**src/logic/rx_cfg.svh**
```systemverilog
`ifndef RX_CFG_SVH
`define RX_CFG_SVH

// buffer entries, power of two
`define RX_FIFO_DEPTH 64

// LED hold time in cycles, short for simulation
`define RX_LED_STRETCH 1000

// cycles per byte at the slower link rates
`define RX_PACE_100 10
`define RX_PACE_10 100

// CRC-32 register after a good frame with its FCS
`define RX_CRC_RESIDUE 32'hDEBB20E3

`endif

```
**src/logic/rx_pkg.sv**
```systemverilog
package rx_pkg;

    // deframer position within a frame
    typedef enum logic [1:0] {
        idle     = 2'b00,
        preamble = 2'b01,
        payload  = 2'b10
    } deframe_state_t;

    // drain pace, same coding as the link speed pins
    typedef enum logic [1:0] {
        speed_off  = 2'b00,
        speed_10   = 2'b01,
        speed_100  = 2'b10,
        speed_1000 = 2'b11
    } link_speed_t;

    typedef struct packed {
        logic [7:0] data;
        logic       valid;
    } rx_byte_t;

    // crc_ok only means something on the last entry
    typedef struct packed {
        logic [7:0] data;
        logic       last;
        logic       crc_ok;
    } fifo_entry_t;

    typedef struct packed {
        logic [31:0] frame_count;
        logic [31:0] good_count;
    } frame_stats_t;

endpackage

```
**src/logic/frame_buffer.sv**
```systemverilog
`timescale 1ns/1ps
`include "rx_cfg.svh"

module frame_buffer (
    input  logic                clk125MHz,
    input  logic                arst_n,
    input  logic                wr_en,
    input  rx_pkg::fifo_entry_t wr_entry,
    input  logic                rd_en,
    output rx_pkg::fifo_entry_t rd_entry,
    output logic                empty,
    output logic                loss
);

    localparam int DEPTH = `RX_FIFO_DEPTH;
    localparam int AW    = $clog2(DEPTH);

    rx_pkg::fifo_entry_t mem [DEPTH];

    // extra msb tells full from empty
    logic [AW:0] wr_ptr;
    logic [AW:0] rd_ptr;
    logic        full;
    logic        do_write;
    logic        do_read;

    assign empty    = (wr_ptr == rd_ptr);
    assign full     = (wr_ptr[AW] != rd_ptr[AW]) && (wr_ptr[AW-1:0] == rd_ptr[AW-1:0]);
    assign do_write = wr_en && !full;
    assign do_read  = rd_en && !empty;

    // head of queue, always visible
    assign rd_entry = mem[rd_ptr[AW-1:0]];

    always_ff @(posedge clk125MHz or negedge arst_n) begin
        if (!arst_n) begin
            wr_ptr <= '0;
            rd_ptr <= '0;
            loss   <= 1'b0;
        end else begin
            if (do_write) begin
                wr_ptr <= wr_ptr + 1'b1;
            end
            if (do_read) begin
                rd_ptr <= rd_ptr + 1'b1;
            end
            // dropped write
            loss <= wr_en && full;
        end
    end

    always_ff @(posedge clk125MHz) begin
        if (do_write) begin
            mem[wr_ptr[AW-1:0]] <= wr_entry;
        end
    end

endmodule

```
**src/logic/frame_deframer.sv**
```systemverilog
`timescale 1ns/1ps
`include "rx_cfg.svh"

module frame_deframer (
    input  logic                clk125MHz,
    input  logic                arst_n,
    input  rx_pkg::rx_byte_t    rx_in,
    output logic                wr_en,
    output rx_pkg::fifo_entry_t wr_entry
);

    rx_pkg::deframe_state_t state;
    logic                   valid_q;
    logic                   frame_start;
    logic [7:0]             held;
    logic                   held_valid;
    logic [31:0]            crc;
    logic [31:0]            crc_next;

    // reflected CRC-32, one byte lsb first
    function automatic logic [31:0] crc32_byte(input logic [31:0] crc_in,
                                               input logic [7:0]  data);
        logic [31:0] c;
        c = crc_in ^ {24'h0, data};
        for (int i = 0; i < 8; i++) begin
            if (c[0]) begin
                c = (c >> 1) ^ 32'hEDB88320;
            end else begin
                c = c >> 1;
            end
        end
        return c;
    endfunction

    assign crc_next    = crc32_byte(crc, rx_in.data);
    // only a rising enable may open a frame
    assign frame_start = rx_in.valid && !valid_q;

    always_ff @(posedge clk125MHz or negedge arst_n) begin
        if (!arst_n) begin
            state      <= rx_pkg::idle;
            valid_q    <= 1'b0;
            held_valid <= 1'b0;
            crc        <= '1;
            wr_en      <= 1'b0;
        end else begin
            valid_q <= rx_in.valid;
            wr_en   <= 1'b0;
            case (state)
                rx_pkg::idle: begin
                    crc        <= '1;
                    held_valid <= 1'b0;
                    if (frame_start) begin
                        if (rx_in.data == 8'h55) begin
                            state <= rx_pkg::preamble;
                        end else if (rx_in.data == 8'hD5) begin
                            state <= rx_pkg::payload;
                        end
                    end
                end
                rx_pkg::preamble: begin
                    crc        <= '1;
                    held_valid <= 1'b0;
                    if (!rx_in.valid) begin
                        state <= rx_pkg::idle;
                    end else if (rx_in.data == 8'hD5) begin
                        state <= rx_pkg::payload;
                    end else if (rx_in.data != 8'h55) begin
                        // junk in the preamble, sit out the rest of it
                        state <= rx_pkg::idle;
                    end
                end
                rx_pkg::payload: begin
                    if (rx_in.valid) begin
                        crc        <= crc_next;
                        held_valid <= 1'b1;
                        wr_en      <= held_valid;
                    end else begin
                        // end of frame, flush the held byte
                        wr_en      <= held_valid;
                        held_valid <= 1'b0;
                        state      <= rx_pkg::idle;
                    end
                end
                default: state <= rx_pkg::idle;
            endcase
        end
    end

    // held byte and outgoing entry
    always_ff @(posedge clk125MHz) begin
        if (state == rx_pkg::payload) begin
            if (rx_in.valid) begin
                held     <= rx_in.data;
                wr_entry <= '{data: held, last: 1'b0, crc_ok: 1'b0};
            end else begin
                wr_entry <= '{data: held, last: 1'b1, crc_ok: (crc == `RX_CRC_RESIDUE)};
            end
        end
    end

endmodule

```
**src/logic/frame_logger.sv**
```systemverilog
`timescale 1ns/1ps
`include "rx_cfg.svh"

module frame_logger (
    input  logic                 clk125MHz,
    input  logic                 arst_n,
    input  rx_pkg::link_speed_t  speed,
    input  rx_pkg::fifo_entry_t  rd_entry,
    input  logic                 empty,
    output logic                 rd_en,
    output rx_pkg::rx_byte_t     out_byte,
    output logic                 frame_done,
    output logic                 frame_good,
    output logic                 started,
    output rx_pkg::frame_stats_t stats,
    input  logic                 loss,
    output logic                 led_good,
    output logic                 led_loss
);

    localparam int PW = $clog2(`RX_PACE_10);
    localparam int SW = $clog2(`RX_LED_STRETCH + 1);

    logic [PW-1:0] pace_cnt;
    logic          pace_tick;
    logic          out_valid;
    logic [7:0]    out_data;
    logic [1:0]    led_evt;
    logic [SW-1:0] led_cnt [2];

    // byte-advance counter per link rate
    always_ff @(posedge clk125MHz or negedge arst_n) begin
        if (!arst_n) begin
            pace_cnt <= '0;
        end else begin
            case (speed)
                rx_pkg::speed_100:
                    pace_cnt <= (pace_cnt >= PW'(`RX_PACE_100 - 1)) ? '0 : pace_cnt + 1'b1;
                rx_pkg::speed_10:
                    pace_cnt <= (pace_cnt >= PW'(`RX_PACE_10 - 1)) ? '0 : pace_cnt + 1'b1;
                default:
                    pace_cnt <= '0;
            endcase
        end
    end

    always_comb begin
        case (speed)
            rx_pkg::speed_1000: pace_tick = 1'b1;
            rx_pkg::speed_off:  pace_tick = 1'b0;
            default:            pace_tick = (pace_cnt == '0);
        endcase
    end

    assign rd_en = pace_tick && !empty;

    always_ff @(posedge clk125MHz or negedge arst_n) begin
        if (!arst_n) begin
            out_valid  <= 1'b0;
            frame_done <= 1'b0;
            frame_good <= 1'b0;
            started    <= 1'b0;
            stats      <= '0;
        end else begin
            out_valid  <= rd_en;
            frame_done <= rd_en && rd_entry.last;
            frame_good <= rd_en && rd_entry.last && rd_entry.crc_ok;
            started    <= started || rd_en;
            if (rd_en && rd_entry.last) begin
                stats.frame_count <= stats.frame_count + 1'b1;
                if (rd_entry.crc_ok) begin
                    stats.good_count <= stats.good_count + 1'b1;
                end
            end
        end
    end

    always_ff @(posedge clk125MHz) begin
        if (rd_en) begin
            out_data <= rd_entry.data;
        end
    end

    assign out_byte = '{data: out_data, valid: out_valid};

    // LED hold counters, index 0 good frames, 1 loss
    assign led_evt = {loss, frame_good};

    always_ff @(posedge clk125MHz or negedge arst_n) begin
        if (!arst_n) begin
            led_cnt[0] <= '0;
            led_cnt[1] <= '0;
        end else begin
            for (int i = 0; i < 2; i++) begin
                if (led_evt[i]) begin
                    led_cnt[i] <= SW'(`RX_LED_STRETCH);
                end else if (led_cnt[i] != '0) begin
                    led_cnt[i] <= led_cnt[i] - 1'b1;
                end
            end
        end
    end

    assign led_good = (led_cnt[0] != '0);
    assign led_loss = (led_cnt[1] != '0);

endmodule

```
**src/logic/rx_top.sv**
```systemverilog
`timescale 1ns/1ps

module rx_top (
    input  logic                 clk125MHz,
    input  logic                 arst_n,
    input  rx_pkg::rx_byte_t     rx_in,
    input  rx_pkg::link_speed_t  speed,
    output rx_pkg::rx_byte_t     out_byte,
    output logic                 frame_done,
    output logic                 frame_good,
    output logic                 started,
    output rx_pkg::frame_stats_t stats,
    output logic                 led_good,
    output logic                 led_loss
);

    logic                wr_en;
    rx_pkg::fifo_entry_t wr_entry;
    logic                rd_en;
    rx_pkg::fifo_entry_t rd_entry;
    logic                empty;
    logic                loss;

    frame_deframer frame_deframer_inst (
        .clk125MHz (clk125MHz),
        .arst_n    (arst_n),
        .rx_in     (rx_in),
        .wr_en     (wr_en),
        .wr_entry  (wr_entry)
    );

    frame_buffer frame_buffer_inst (
        .clk125MHz (clk125MHz),
        .arst_n    (arst_n),
        .wr_en     (wr_en),
        .wr_entry  (wr_entry),
        .rd_en     (rd_en),
        .rd_entry  (rd_entry),
        .empty     (empty),
        .loss      (loss)
    );

    frame_logger frame_logger_inst (
        .clk125MHz  (clk125MHz),
        .arst_n     (arst_n),
        .speed      (speed),
        .rd_entry   (rd_entry),
        .empty      (empty),
        .rd_en      (rd_en),
        .out_byte   (out_byte),
        .frame_done (frame_done),
        .frame_good (frame_good),
        .started    (started),
        .stats      (stats),
        .loss       (loss),
        .led_good   (led_good),
        .led_loss   (led_loss)
    );

endmodule

```
**config.mk**
```make
export PLATFORM = sky130hd
export DESIGN_NAME = rx_top
export DESIGN_NICKNAME = d
export VERILOG_FILES = /design/src/logic/rx_pkg.sv /design/src/logic/frame_buffer.sv /design/src/logic/frame_deframer.sv /design/src/logic/frame_logger.sv /design/src/logic/rx_top.sv
export VERILOG_INCLUDE_DIRS = /design/src /design/src/logic
export SDC_FILE = /design/constraint.sdc
export NUM_CORES = 1
export LEC_CHECK = 0
export BUFFER_PORTS_ARGS = -buffer_cell sky130_fd_sc_hd__clkbuf_2
export CORE_ASPECT_RATIO = 1.2
export CORE_MARGIN = 8
export CORE_UTILIZATION = 50
export CTS_BUF_LIST = sky130_fd_sc_hd__clkbuf_8
export DETAILED_ROUTE_END_ITERATION = 16
export PLACE_DENSITY = 0.64
export SLEW_MARGIN = 30
export SYNTH_ARGS = -nofsm -noshare
export SYNTH_HDL_FRONTEND = slang
export SYNTH_HIERARCHICAL = 1
export SYNTH_SLANG_ARGS = --single-unit
```
**constraint.sdc**
```tcl
create_clock -name clk125MHz -period 5.4 [get_ports clk125MHz]
set_clock_uncertainty 0.05 [all_clocks]
set_input_delay 1.62 -clock clk125MHz [delete_from_list [all_inputs] [get_ports clk125MHz]]
set_output_delay 1.62 -clock clk125MHz [all_outputs]
set_load 0.02 [all_outputs]
```
======== Word level (Yosys, flattened, before mapping) ========
Memory sizes are Yosys's and may differ from the RTL's.
Index checks and enable logic that the tools add are counted.
storage, ports and cells
  bits in registers ....................... 173
  logic and storage cells ................. 115
  memory bits (writable) .................. 640
  memories ................................ 1
  input port bits ......................... 13
operators by class
  bitwise operators ....................... 9
  order comparisons ....................... 2
  equality and inequality tests ........... 17
  mux-type cells .......................... 32
  add/subtract/negate cells ............... 7
  reduce and logical (&&, ||, !) cells .... 25
memories
  memory                 depth  bits a word  rd ports  clocked after memory_dff  write ports  line                text
  frame_buffer_inst.mem  64     10           1         0                         1            frame_buffer.sv:18  rx_pkg::fifo_entry_t mem [DEPTH];
operators with widths
  operator                                                               number
  32-bit two-way mux                                                     9
  13-bit NOT with 14-bit output                                          8
  32-bit by 1-bit adder with 32-bit output, second input constant        2
  32-bit case mux with 2 select lines                                    1
  10-bit two-way mux                                                     4
  32-bit equality test, second input constant                            1
  32-bit by 8-bit XOR with 32-bit output                                 1
  7-bit by 1-bit adder with 7-bit output, second input constant          3
  10-bit nonzero test                                                    2
  10-bit by 1-bit subtractor with 10-bit output, second input constant   2
  2-bit two-way mux                                                      8
  7-bit two-way mux                                                      2
  7-bit case mux with 2 select lines                                     1
  8-bit by 7-bit equality test with 1-bit output, second input constant  1
  8-bit equality test, second input constant                             1
  1-bit logical AND                                                      8
  8-bit by 7-bit != test with 1-bit output, second input constant        1
  7-bit equality test                                                    1
  7-bit by 4-bit >= comparator with 1-bit output, second input constant  1
  7-bit >= comparator, second input constant                             1
  7-bit zero test                                                        1
  2-bit equality test, second input constant                             3
  6-bit equality test                                                    1
  2-bit case mux with 3 select lines                                     1
  15 further kinds                                                       28

======== Depth between registers and ports, before layout ========
  depth in word-level cells ............... 19
  depth in mapped cells ................... 15

======== Cells and area by module ========
Netlist, hierarchy kept.
by module, submodules not included
  module          area an instance (um^2)  cells each  instances
  frame_buffer    25680.9                  1226        1
  frame_logger    4890.9                   442         1
  frame_deframer  2800.2                   226         1

======== Worst setup path before layout ========
No wires, ideal clock.
  path kind ............................... input-to-reg
  from .................................... in speed[0]
  to ...................................... reg frame_buffer_inst.rd_ptr[1]
  data required time ...................... 5.225 ns
  setup time .............................. 0.125 ns
  slack ................................... 1.827 ns
  arrival time ............................ 3.398 ns
  stages .................................. 6
  cell sequence ........................... inv_1 -> ha_1 -> nand4b_1 -> a21oi_1 -> o31a_4 -> mux2_4
on the way
  word-level cells in the longest chain between the ends .. 4
  elaborated cells on any way between the ends .. 5
  classes of those cells .................. eq/ne (1); mux (1); reduce/logical (3)
ends and longest elaborated chain
  item                                                    line                text
  from (decl)                                             rx_top.sv:7         input rx_pkg::link_speed_t speed,
  2-bit equality test or 2-bit zero test (tied branches)  frame_logger.sv:48  case (speed)
  1-bit case mux with 2 select lines (*)                  frame_logger.sv:48
  1-bit logical AND (*)                                   frame_logger.sv:55  assign rd_en = pace_tick && !empty;
  net rd_en                                               rx_top.sv:19        logic rd_en;
  1-bit logical AND (*)                                   frame_buffer.sv:30  assign do_read = rd_en && !empty;
  to (signal assigned)                                    frame_buffer.sv:45  rd_ptr <= rd_ptr + 1'b1;
  to (decl)                                               frame_buffer.sv:22  logic [AW:0] rd_ptr;
The timed path passes the listed nets; every way through them passes the cells marked *.
A chain may end at the register's enable or synchronous reset.

======== Worst setup path after layout ========
  from .................................... reg frame_logger_inst/led_cnt[10] in the netlist's numbering
  to ...................................... out led_good
on the way
  word-level cells in the longest chain between the ends .. 1
ends and longest elaborated chain
  item                               line                 text
  from (decl)                        frame_logger.sv:29   logic [SW-1:0] led_cnt [2];
  from (signal, indexed assignment)  frame_logger.sv:96   led_cnt[i] <= SW'(`RX_LED_STRETCH);
  from (signal, indexed assignment)  frame_logger.sv:98   led_cnt[i] <= led_cnt[i] - 1'b1;
  10-bit nonzero test                frame_logger.sv:104  assign led_good = (led_cnt[0] != '0);
  to (decl)                          rx_top.sv:13         output logic led_good,
No other way between the ends.

==> results.toml <==
[synthesis]
async_flop_share = 0.1808
postSynthCellCount = 1894
yosysTopAreaCellShare = 0.5993
synth_cell_type_count = 88
yosysMostFrequentCell = "edfxtp_1"
synth_edf_count = 666
syn-mean-instance-area_sq_um = 17.62
ys_warn_count = 6
ys_seq_area_frac = 0.7107
syn_nets = 1921
synth-main-ff-cell = "edfxtp_1"
synth_top_area_cell = "edfxtp_1"
netlist_area_sq_mm = 0.03337
synthTopCellsByArea = "edfxtp_1 60%, mux4_2 9.1%, dfrtp_1 8.6%"
synth_common_cells = "666 x edfxtp_1, 135 x mux4_2, 119 x nor2_1, 115 x dfrtp_1, 95 x xnor2_1"
synth-seq-cells = 813

[cts]
insertion_delay_ns = 0.77
numCtsBuffers = 134
cts_post_setup_buffers_inserted = 0
cts_resized = 0
cts_tree = "yes"
hold_buffers = 0
clock-root-buffer = "clkbuf_8"
clk_pin_slew_ns = 0.06
cts_max_level = 4
cts.sinks = 813
cts.path.max_buffers = 3

[setup_path]
crit_path_start = "frame_logger_inst/led_cnt[10]"
cp-end-kind = "primary output"
worstPathRequired_ns = 3.73
critical_path.slowest_cell = "nor4b_1"
critPathKind = "flip-flop to primary output"
critPathTopFamily = "simple AND/OR/NAND/NOR gates"
r2r_end = "frame_logger_inst/stats[30]"
path_cells = "inv_1, ha_1, nor4b_1, nand3_1, clkbuf_2"
arrival_ns = 2.62
crit_fanout = 8
rr_worst_depth = 10
r2r-start = "frame_buffer_inst/rd_ptr[1]"
ff2ff_setup_slack_ns = 1.18
critPathLaunchType = "flip-flop"
cpPeakStageDelay_ns = 0.49
critPathBufInv = 2

[power]
ir_drop_mv = 0.2125
leakage_nw = 12.70
powerDensity_mw_per_mm2 = 323.2

[floorplanning]
start_util = 0.5058
io-pin-count = 91
rows = 103
coreArea_sq_mm = 0.06598
die_area_sq_mm = 0.07530
die_w_um = 251.8
fp.dieH_um = 299.0

[layout]
drive_gt1_frac = 0.2660
areaGrowthSynthToFinish_pct = 11.95
final_nets = 2102
fin_area_sq_mm = 0.03736
fillCellCount = 5181
final_cells = 3066

[run]
maxCapViolations = 0

[timing]
period_share = 0.7943
relSlewSlack = 0.3303
setup_violations = 0
final.min_clock_period_ns = 4.289
hold_viol = 0
setup-tns-final_ns = 0
maxSlewViolCount = 0
max_freq_mhz = 233.1
rsz0062_at_grt = "no"
worst-slew-pin-transition_ns = 0.9953

[global_route]
grt_first_pass_wirelength_mm = 114.4
grt_pass1_vias = 18480
grt_max_degree = 89
grt_usage = 0.1990
antenna_found_initial = 1
grt-ovfl-total = 0

[placement]
placed_cell_area_sq_mm = 0.03482
dp_cells = 2831
io_buffers = 90
dp_hpwl_mm = 47.13
place_congestion = 0.8826

[drt]
drc_errors = 0
initialDrtViolationCount = 1581
avgViaCountPerCell = 5.770
vias = 17690
drt_first_pass_iters = 6
antenna_left = 0
wl_per_cell_um = 24.24
drt-total-wl_mm = 74.33

[worst_hold_path]
hold_end = "frame_deframer_inst/wr_entry[2]"
min_from = "frame_deframer_inst/held[0]"
holdCritPathClass = "flip-flop to flip-flop"
holdPathStages = 0

[status]
outcome = "finished clean"
routing by layer:
metal / GRT usage / vias to the layer above / share of wire
met3: 0.04438 / 118 / 0.057
met4: 0.06535 / 0 / 0.024
met1: 0.2539 / 9196 / 0.40
met5: 0 / - / 0
met2: 0.3370 / 560 / 0.52
li1: - / 7818 / -
per-stage QoR:
step                      setup WS, ns  total power, mW  hold slack [ns]    util
final                            1.111            12.08           0.3689  0.5662
after global routing            0.9107            12.54           0.3778  0.5662
after CTS                        1.020            12.23           0.3705  0.5650
after detailed placement         1.220            7.237           0.3563  0.5277
after global placement           1.292            7.220           0.3515  0.5271
after floorplan                  1.827            7.133           0.3503       -
cell families (layout without fill, tap and decap cells):
logic type / Yosys count / after routing / synth area share
AO/OA/AOI/OAI: 182 / 182 / 0.03974
XOR/XNOR: 162 / 162 / 0.04495
adder cells (fa/ha/maj): 14 / 14 / 0.005249
buffers and inverters: 117 / 396 / 0.01886
flip-flops: 813 / 813 / 0.7107
multiplexers: 206 / 206 / 0.1129
other: 0 / 1 / 0
AND/OR/NAND/NOR: 400 / 400 / 0.06764
cell type report:
class | count | area [sq um] | area share
flip-flops and latches | 813 | 23730 | 0.6352
multi-input cells | 964 | 9120 | 0.2441
clock buffers | 143 | 1968 | 0.05268
well taps | 892 | 1116 | 0.02987
repair buffers | 136 | 829.5 | 0.02220
clock inverters | 91 | 496.7 | 0.01330
inverters | 26 | 97.59 | 0.002612
diodes | 1 | 2.502 | 0.00006698
power by group:
| part | leakage [nW] | total [mW] | switching [mW] | internal [mW] |
|---|---|---|---|---|
| sequential | 8.04 | 6.80 | 0.0486 | 6.76 |
| combinational | 3.25 | 0.303 | 0.178 | 0.126 |
| clock | 1.41 | 4.97 | 2.41 | 2.56 |
| total | 12.7 | 12.1 | 2.63 | 9.44 |
worst max path at each step:
| stage | end | slack (ns) | cells past startpoint |
|---|---|---|---|
| after global routing | frame_logger_inst/stats[30] | 0.91 | 10 |
| after CTS | led_good | 1.02 | 5 |
| final | led_good | 1.11 | 5 |
| after detailed placement | frame_logger_inst/stats[57] | 1.22 | 11 |
| after global placement | frame_logger_inst/stats[30] | 1.29 | 10 |
| after floorplan | frame_buffer_inst/rd_ptr[1] | 1.83 | 6 |
sequential cells by signal, summed over array words and instances, names as in the netlist:
name,cells
frame_deframer_inst/held_valid,1
frame_logger_inst/out_valid,1
frame_deframer_inst/valid_q,1
frame_buffer_inst/loss,1
frame_logger_inst/started,1
frame_deframer_inst/state,2
frame_deframer_inst/held,8
frame_logger_inst/frame_good,1
frame_deframer_inst/wr_entry,10
frame_deframer_inst/wr_en,1
frame_logger_inst/out_data,8
frame_buffer_inst/mem,640
frame_logger_inst/led_cnt,20
frame_deframer_inst/crc,32
frame_buffer_inst/rd_ptr,7
frame_logger_inst/frame_done,1
frame_buffer_inst/wr_ptr,7
frame_logger_inst/stats,64
frame_logger_inst/pace_cnt,7
cells in the final DEF, fill, tap and decap left out, drive strengths merged, types with 22 or more instances in the layout:
master  instances
edfxtp        666
clkbuf        233
mux4          135
nor2          120
dfrtp         115
xnor2          99
inv            72
mux2i          62
xor2           62
nand2          51
a21oi          46
buf            46
clkinv         38
nand3          36
dfstp          32
nor3b          31
nand4          22
No activity file was read; power rests on OpenSTA's default activity.
